`src/include/fetch_params.svh`:
```
`ifndef FETCH_PARAMS_SVH
`define FETCH_PARAMS_SVH

// address and pc width
`define XLEN 32

// one cache block is one memory beat
`define BLOCK_BITS 64

// direct mapped geometry over a 64 KiB space
`define CACHE_LINES 32
`define CACHE_IDX_BITS 5
`define CACHE_TAG_BITS 8

// byte offset inside a block
`define BLOCK_OFS_BITS 3

// bus transaction tag, zero is reserved
`define MEM_TAG_BITS 4

// first fetch address
`define RESET_PC 32'h0000_0000

`endif

```
`src/hdl/fetch_pkg.sv`:
```
`include "fetch_params.svh"

package fetch_pkg;

	typedef logic [`XLEN-1:0] addr_t;
	typedef logic [31:0] inst_t;
	typedef logic [`BLOCK_BITS-1:0] block_t;
	typedef logic [`CACHE_IDX_BITS-1:0] cache_idx_t;
	typedef logic [`CACHE_TAG_BITS-1:0] cache_tag_t;
	// zero means no transaction
	typedef logic [`MEM_TAG_BITS-1:0] mem_tag_t;

	typedef enum logic [1:0] {
		BUS_NONE = 2'h0,
		BUS_LOAD = 2'h1
	} mem_cmd_t;

	// line index sits just above the block offset
	function automatic cache_idx_t addr_idx(input addr_t a);
		return a[`CACHE_IDX_BITS+`BLOCK_OFS_BITS-1:`BLOCK_OFS_BITS];
	endfunction

	// tag is the rest of the 64 KiB space, upper bits ignored
	function automatic cache_tag_t addr_tag(input addr_t a);
		return a[`CACHE_TAG_BITS+`CACHE_IDX_BITS+`BLOCK_OFS_BITS-1:
			`CACHE_IDX_BITS+`BLOCK_OFS_BITS];
	endfunction

endpackage

```
`src/hdl/fetch_stage.sv`:
```
`timescale 1ns/1ps
`include "fetch_params.svh"

module fetch_stage (
	input  logic             clock,
	input  logic             rst,
	input  logic             stall,
	input  logic             redirect,
	input  fetch_pkg::addr_t redirect_pc,
	input  logic             inst_ready,
	input  fetch_pkg::block_t rd_data,
	output fetch_pkg::addr_t fetch_addr,
	output logic             if_valid,
	output fetch_pkg::addr_t if_pc,
	output fetch_pkg::addr_t if_npc,
	output fetch_pkg::inst_t if_inst
);

	import fetch_pkg::*;

	////////////////////////////////
	// pc and next pc
	////////////////////////////////

	addr_t pc;
	addr_t pc_plus4;
	inst_t word_sel;
	logic  advance;

	assign pc_plus4 = pc + `XLEN'd4;

	// cache looks up the current pc directly
	assign fetch_addr = pc;

	// bit 2 picks the word inside the 8 byte block
	assign word_sel = pc[2] ? rd_data[`BLOCK_BITS-1:32] : rd_data[31:0];

	// a packet leaves only on a hit with no stall and no redirect
	assign advance = inst_ready && !stall && !redirect;

	// control state
	always_ff @(posedge clock) begin
		if (rst) begin
			pc       <= `RESET_PC;
			if_valid <= 1'b0;
		end else if (redirect) begin
			// redirect wins over stall
			// packet in flight is from the old path
			pc       <= redirect_pc;
			if_valid <= 1'b0;
		end else if (stall) begin
			// back pressure, hold everything
			pc       <= pc;
			if_valid <= if_valid;
		end else if (inst_ready) begin
			pc       <= pc_plus4;
			if_valid <= 1'b1;
		end else begin
			// miss, wait on the same pc
			if_valid <= 1'b0;
		end
	end

	////////////////////////////////
	// packet payload
	////////////////////////////////

	always_ff @(posedge clock) begin
		if (advance) begin
			if_pc   <= pc;
			if_npc  <= pc_plus4;
			if_inst <= word_sel;
		end
	end

	// redirect targets and the reset vector are word aligned
	a_pc_aligned: assert property (
		@(posedge clock) disable iff (rst)
		pc[1:0] == 2'b00
	) else $error("fetch pc not word aligned %h", pc);

endmodule

```
`src/hdl/icache_ctrl.sv`:
```
`timescale 1ns/1ps
`include "fetch_params.svh"

module icache_ctrl (
	input  logic                 clock,
	input  logic                 rst,
	input  fetch_pkg::addr_t     fetch_addr,
	input  logic                 rd_hit,
	input  fetch_pkg::mem_tag_t  mem2proc_response,
	input  fetch_pkg::mem_tag_t  mem2proc_tag,
	output logic                 inst_ready,
	output fetch_pkg::mem_cmd_t  proc2mem_command,
	output fetch_pkg::addr_t     proc2mem_addr,
	output logic                 wr_en,
	output fetch_pkg::cache_idx_t wr_idx,
	output fetch_pkg::cache_tag_t wr_tag
);

	import fetch_pkg::*;

	////////////////////////////////
	// outstanding request
	////////////////////////////////

	logic       pending;
	mem_tag_t   pend_tag;
	cache_idx_t pend_idx;
	cache_tag_t pend_line_tag;

	logic accepted;
	logic fill;
	logic want_load;

	// hit goes straight back to fetch
	assign inst_ready = rd_hit;

	// memory took this cycle's load when it answers nonzero
	assign accepted = (proc2mem_command == BUS_LOAD) && (mem2proc_response != '0);

	// returning beat matches the saved tag
	// tag zero on the bus means nothing returns
	assign fill = (mem2proc_tag != '0) && (mem2proc_tag == pend_tag);

	// issue on a miss once the bus is free
	// a refused load comes back here and retries
	assign want_load = !rd_hit && !pending && !accepted;

	////////////////////////////////
	// bus side
	////////////////////////////////

	always_ff @(posedge clock) begin
		if (rst) begin
			proc2mem_command <= BUS_NONE;
			pending          <= 1'b0;
		end else begin
			proc2mem_command <= want_load ? BUS_LOAD : BUS_NONE;
			if (accepted)
				pending <= 1'b1;
			else if (fill)
				pending <= 1'b0;
		end
	end

	// request address and saved line coordinates
	always_ff @(posedge clock) begin
		// block aligned request for the current pc
		if (want_load)
			proc2mem_addr <= {fetch_addr[`XLEN-1:`BLOCK_OFS_BITS], `BLOCK_OFS_BITS'b0};
		// line is taken from the request itself, so a redirect
		// while in flight still fills the right line
		if (accepted) begin
			pend_tag      <= mem2proc_response;
			pend_idx      <= addr_idx(proc2mem_addr);
			pend_line_tag <= addr_tag(proc2mem_addr);
		end
	end

	////////////////////////////////
	// cache write side
	////////////////////////////////

	// data itself comes straight off the bus
	assign wr_en  = fill;
	assign wr_idx = pend_idx;
	assign wr_tag = pend_line_tag;

	// one outstanding load at a time
	a_single_load: assert property (
		@(posedge clock) disable iff (rst)
		(proc2mem_command == BUS_LOAD) |-> !pending
	) else $error("load issued with a request pending");

	// a saved tag coming back with nothing pending is a stale beat
	a_fill_pending: assert property (
		@(posedge clock) disable iff (rst)
		wr_en |-> pending
	) else $error("cache write without a pending request");

endmodule

```
`src/hdl/icache_mem.sv`:
```
`timescale 1ns/1ps
`include "fetch_params.svh"

module icache_mem (
	input  logic                  clock,
	input  logic                  rst,
	input  fetch_pkg::addr_t      fetch_addr,
	input  logic                  wr_en,
	input  fetch_pkg::cache_idx_t wr_idx,
	input  fetch_pkg::cache_tag_t wr_tag,
	input  fetch_pkg::block_t     wr_data,
	output fetch_pkg::block_t     rd_data,
	output logic                  rd_hit
);

	import fetch_pkg::*;

	////////////////////////////////
	// line storage
	////////////////////////////////

	logic [`CACHE_LINES-1:0] line_valid;
	cache_tag_t line_tag [`CACHE_LINES];
	block_t     line_data [`CACHE_LINES];

	cache_idx_t rd_idx;
	cache_tag_t rd_tag;

	assign rd_idx = addr_idx(fetch_addr);
	assign rd_tag = addr_tag(fetch_addr);

	// combinational lookup
	assign rd_data = line_data[rd_idx];
	assign rd_hit  = line_valid[rd_idx] && (line_tag[rd_idx] == rd_tag);

	// valid bits, all lines empty after reset
	always_ff @(posedge clock) begin
		if (rst)
			line_valid <= '0;
		else if (wr_en)
			line_valid[wr_idx] <= 1'b1;
	end

	// tag and block arrays
	always_ff @(posedge clock) begin
		if (wr_en) begin
			line_tag[wr_idx]  <= wr_tag;
			line_data[wr_idx] <= wr_data;
		end
	end

	// an unknown index would smear the write over the array
	a_wr_idx_known: assert property (
		@(posedge clock) disable iff (rst)
		wr_en |-> !$isunknown(wr_idx)
	) else $error("cache write with unknown index");

endmodule

```
`src/hdl/fetch_top.sv`:
```
`timescale 1ns/1ps

module fetch_top (
	input  logic                clock,
	input  logic                rst,
	input  logic                stall,
	input  logic                redirect,
	input  fetch_pkg::addr_t    redirect_pc,
	input  fetch_pkg::mem_tag_t mem2proc_response,
	input  fetch_pkg::mem_tag_t mem2proc_tag,
	input  fetch_pkg::block_t   mem2proc_data,
	output fetch_pkg::mem_cmd_t proc2mem_command,
	output fetch_pkg::addr_t    proc2mem_addr,
	output logic                if_valid,
	output fetch_pkg::addr_t    if_pc,
	output fetch_pkg::addr_t    if_npc,
	output fetch_pkg::inst_t    if_inst
);

	import fetch_pkg::*;

	////////////////////////////////
	// internal nets
	////////////////////////////////

	// fetch to cache lookup
	addr_t  fetch_addr;
	block_t rd_data;
	logic   rd_hit;
	logic   inst_ready;

	// controller to cache write port
	logic       wr_en;
	cache_idx_t wr_idx;
	cache_tag_t wr_tag;

	fetch_stage u_fetch (
		.clock       (clock),
		.rst         (rst),
		.stall       (stall),
		.redirect    (redirect),
		.redirect_pc (redirect_pc),
		.inst_ready  (inst_ready),
		.rd_data     (rd_data),
		.fetch_addr  (fetch_addr),
		.if_valid    (if_valid),
		.if_pc       (if_pc),
		.if_npc      (if_npc),
		.if_inst     (if_inst)
	);

	icache_ctrl u_ctrl (
		.clock             (clock),
		.rst               (rst),
		.fetch_addr        (fetch_addr),
		.rd_hit            (rd_hit),
		.mem2proc_response (mem2proc_response),
		.mem2proc_tag      (mem2proc_tag),
		.inst_ready        (inst_ready),
		.proc2mem_command  (proc2mem_command),
		.proc2mem_addr     (proc2mem_addr),
		.wr_en             (wr_en),
		.wr_idx            (wr_idx),
		.wr_tag            (wr_tag)
	);

	// fill data goes straight from the bus into the array
	icache_mem u_mem (
		.clock      (clock),
		.rst        (rst),
		.fetch_addr (fetch_addr),
		.wr_en      (wr_en),
		.wr_idx     (wr_idx),
		.wr_tag     (wr_tag),
		.wr_data    (mem2proc_data),
		.rd_data    (rd_data),
		.rd_hit     (rd_hit)
	);

endmodule

```
`config.mk`:
```
export PLATFORM = sky130hd
export DESIGN_NAME = fetch_top
export DESIGN_NICKNAME = d
export VERILOG_FILES = /design/src/hdl/fetch_pkg.sv /design/src/hdl/fetch_stage.sv /design/src/hdl/icache_ctrl.sv /design/src/hdl/icache_mem.sv /design/src/hdl/fetch_top.sv
export VERILOG_INCLUDE_DIRS = /design/src /design/src/include
export SDC_FILE = /design/constraint.sdc
export NUM_CORES = 2
export LEC_CHECK = 0
export BUFFER_PORTS_ARGS = -buffer_cell sky130_fd_sc_hd__buf_2
export CORE_MARGIN = 3
export CORE_UTILIZATION = 62
export CTS_CLUSTER_SIZE = 10
export DETAILED_ROUTE_END_ITERATION = 7
export GPL_TIMING_DRIVEN = 0
export PLACE_DENSITY_LB_ADDON = 0.2
export SETUP_SLACK_MARGIN = 0.2
export SLEW_MARGIN = 30
export SYNTH_ARGS = -nofsm -noshare
export SYNTH_HDL_FRONTEND = slang
export SYNTH_HIERARCHICAL = 1
export SYNTH_SLANG_ARGS = --single-unit
```
`constraint.sdc`:
```
create_clock -name clock -period 8.6 [get_ports clock]
set_input_delay 0.43 -clock clock [delete_from_list [all_inputs] [get_ports clock]]
set_output_delay 0.43 -clock clock [all_outputs]
set_load 0.1 [all_outputs]
```
==> results.yml <==
outcome:
  status: "complete, no violations"
hold_path:
  hold_depth: 1
  hold_class: "input pin to flip-flop"
  holdPathEnd: "u_mem/line_data[28][1]$_DFFE_PP_"
  holdCritStartpoint: "mem2proc_data[1]"
grt:
  grt_start_max_net_pins: 33
  antenna_found_initial: 21
  grtUsageTotal: 0.358
  grt_pass1_vias: 51800
  grt_pass1_wl_um: 391000
  overflow: 0
cts:
  cts-hold-fix-buffers: 95
  cts_tree: "yes"
  cts_root_buf: "clkbuf_16"
  ctsResizeCount: 0
  htreeDepth: 5
  path_clk_slew_ns: 0.05
  cts_max_path_buffers: 4
  cts_buffers: 302
  insertion_delay_ns: 0.92
  cts_setup_buffers: 0
  clock-sinks: 2511
pwr:
  powerDensity_nw_per_um2: 231
  power_mw: 26.4
  total_leakage_power_nw: 36.6
  ir_worst_vdd_mv: 0.237
timing:
  worst_pin_slew_ns: 1.12
  finClkSkew_ns: 0.0445
  max-slew-margin-rel: 0.246
  timing.final.crit_share: 0.734
  rsz0062_at_grt: "no"
  setup_viol: 0
  finalHoldViolations: 0
  slew_viol_final: 0
  period_needed_ns: 6.31
  clock.fmax_ghz: 0.158
  fin_tns_setup_ns: 0
  whs_ns: 0.0392
worst_setup_path:
  start_kind: "flip-flop"
  cp.required_ns: 9.19
  cp_max_fo: 20
  worst_r2r_endpoint: "u_fetch/if_inst[30]$_DFFE_PP_"
  rrSetupSlack_ns: 2.29
  path_class: "flip-flop to flip-flop"
  crit_arrival_ns: 6.90
  reg2reg_from: "u_fetch/fetch_addr[3]$_SDFFE_PP0N_"
  worst_setup_path_end_kind: "flip-flop"
  rr_worst_depth: 17
floorplanning:
  core_region_area_sq_um: 153000
  die-area_sq_um: 159000
  die_h_um: 399
  rows: 143
  io_pins: 239
  die_x_um: 399
  start_util: 0.628
drt:
  routedWlPerCell_um: 39.3
  wl_met3_um: 38700
  drt-initial-drc-count: 8195
  vias: 51400
  drtAntennaViolNets: 0
  route.detailed.drc: 0
  wl_met1_um: 93000
  vias_per_cell: 7.24
  drt-total-wl_um: 279000
  wl_met2_um: 131000
  firstDrtPassIters: 7
  top_layer: "met5"
place:
  io_buffer_count: 233
  place.gp.congestion: 0.838
  placed_cells: 6637
  dpl.hpwl_um: 172000
  place_area_sq_um: 105000
cells_and_area:
  drive_gt1_frac: 0.331
  final_cell_area_sq_um: 114000
  final_cells: 7101
  area_growth_syn_to_layout_pct: 19.1
  final_nets: 5121
yosys:
  syn_area_sq_um: 95900
  syn-instance-count: 4172
  syn-mean-instance-area_sq_um: 23.0
  ys_warn_count: 6
run:
  cap_viol_max_count: 0
[layout by cell type, fill, tap and decap left out, types with 6 or more instances in the layout]
cell type      count
and2_1            10
dlygate4sd3_1     95
nand3_1           28
buf_2            308
nor2_1           106
nor3_1            16
o221ai_1          11
edfxtp_1        2444
mux4_2           708
and3_1             7
clkbuf_16        309
inv_6              6
a311oi_1          10
clkbuf_2          33
buf_4             16
nor2_4            33
a31oi_1            7
nand2_1          234
a211oi_1           9
mux2i_1           42
mux2_2            32
nor4_1            15
buf_1             19
clkinv_1           7
buf_6             11
buf_12            10
xor2_1            31
xnor2_1           18
diode_2           12
clkbuf_1         106
buf_16           183
inv_1              8
a21oi_1           11
nand4_1           12
o21ai_0            6
dfxtp_1           67
[flip-flops by register name, indices dropped and copies added (netlist names), 4 cells and up]
register	count
u_mem/line_data	2048
u_mem/line_tag	256
u_fetch/fetch_addr	32
u_fetch/if_inst	32
u_fetch/if_pc	32
u_mem/line_valid	32
u_fetch/if_npc	30
u_ctrl/proc2mem_addr	29
u_ctrl/wr_tag	8
u_ctrl/wr_idx	5
u_ctrl/pend_tag	4
[through the flow]
step | utilization | setup WS (ns)
4_1_cts | 0.747 | 2.34
5_1_grt | 0.747 | 2.28
2_1_floorplan | - | 1.10
3_3_place_gp | 0.652 | -4.00
3_5_place_dp | 0.689 | 2.59
6_report | 0.748 | 2.29
[power breakdown]
part / leakage (nW) / internal [mW] / switching [mW]
combinational: 10.1 / 0.668 / 1.23
clock: 3.88 / 6.35 / 4.52
sequential: 22.6 / 13.5 / 0.0737
[critical path: stages (launching register included)]
cell	delay (ns)
dfxtp_1	0.53
buf_2	0.35
buf_2	0.35
buf_2	0.60
buf_4	0.39
mux2i_1	0.22
o221ai_1	0.19
o21ai_0	0.15
nand2_1	0.09
a311oi_1	0.33
o22ai_1	0.16
nor4_2	0.76
buf_4	0.26
nand2b_1	0.15
clkbuf_1	0.36
nor2_4	0.57
buf_16	0.25
buf_12	0.23
[area by class of cell]
class | count | area (sq um)
Timing Repair Buffer | 533 | 7490
Tap cell | 2030 | 2540
Multi-Input combinational cell | 1426 | 20300
Inverter | 11 | 41.3
Sequential cell | 2511 | 74700
Clock buffer | 340 | 7850
Antenna cell | 12 | 30.0
Clock inverter | 11 | 71.3
Buffer | 227 | 1140
Fill cell | 7736 | 38600
[routing by layer]
| metal | vias to the layer above | global-route usage |
|---|---|---|
| li1 | 19200 | - |
| met1 | 26700 | 0.485 |
| met2 | 4638 | 0.547 |
| met3 | 932 | 0.102 |
| met4 | 12 | 0.175 |
| met5 | - | 0 |
[worst max-delay path by stage]
stage / startpoint / end / cells after the start
floorplan: u_fetch/fetch_addr[3]$_SDFFE_PP0N_ / u_fetch/if_inst[0]$_DFFE_PP_ / 12
global placement: u_fetch/fetch_addr[7]$_SDFFE_PP0N_ / u_fetch/if_inst[19]$_DFFE_PP_ / 12
detailed placement: u_fetch/fetch_addr[5]$_SDFFE_PP0N_ / u_fetch/if_inst[19]$_DFFE_PP_ / 13
CTS: u_fetch/fetch_addr[5]$_SDFFE_PP0N_ / u_fetch/if_inst[21]$_DFFE_PP_ / 13
global route: u_fetch/fetch_addr[3]$_SDFFE_PP0N_ / u_fetch/if_inst[21]$_DFFE_PP_ / 17
finish: u_fetch/fetch_addr[3]$_SDFFE_PP0N_ / u_fetch/if_inst[30]$_DFFE_PP_ / 17
Power figures use the tool's default switching activity.
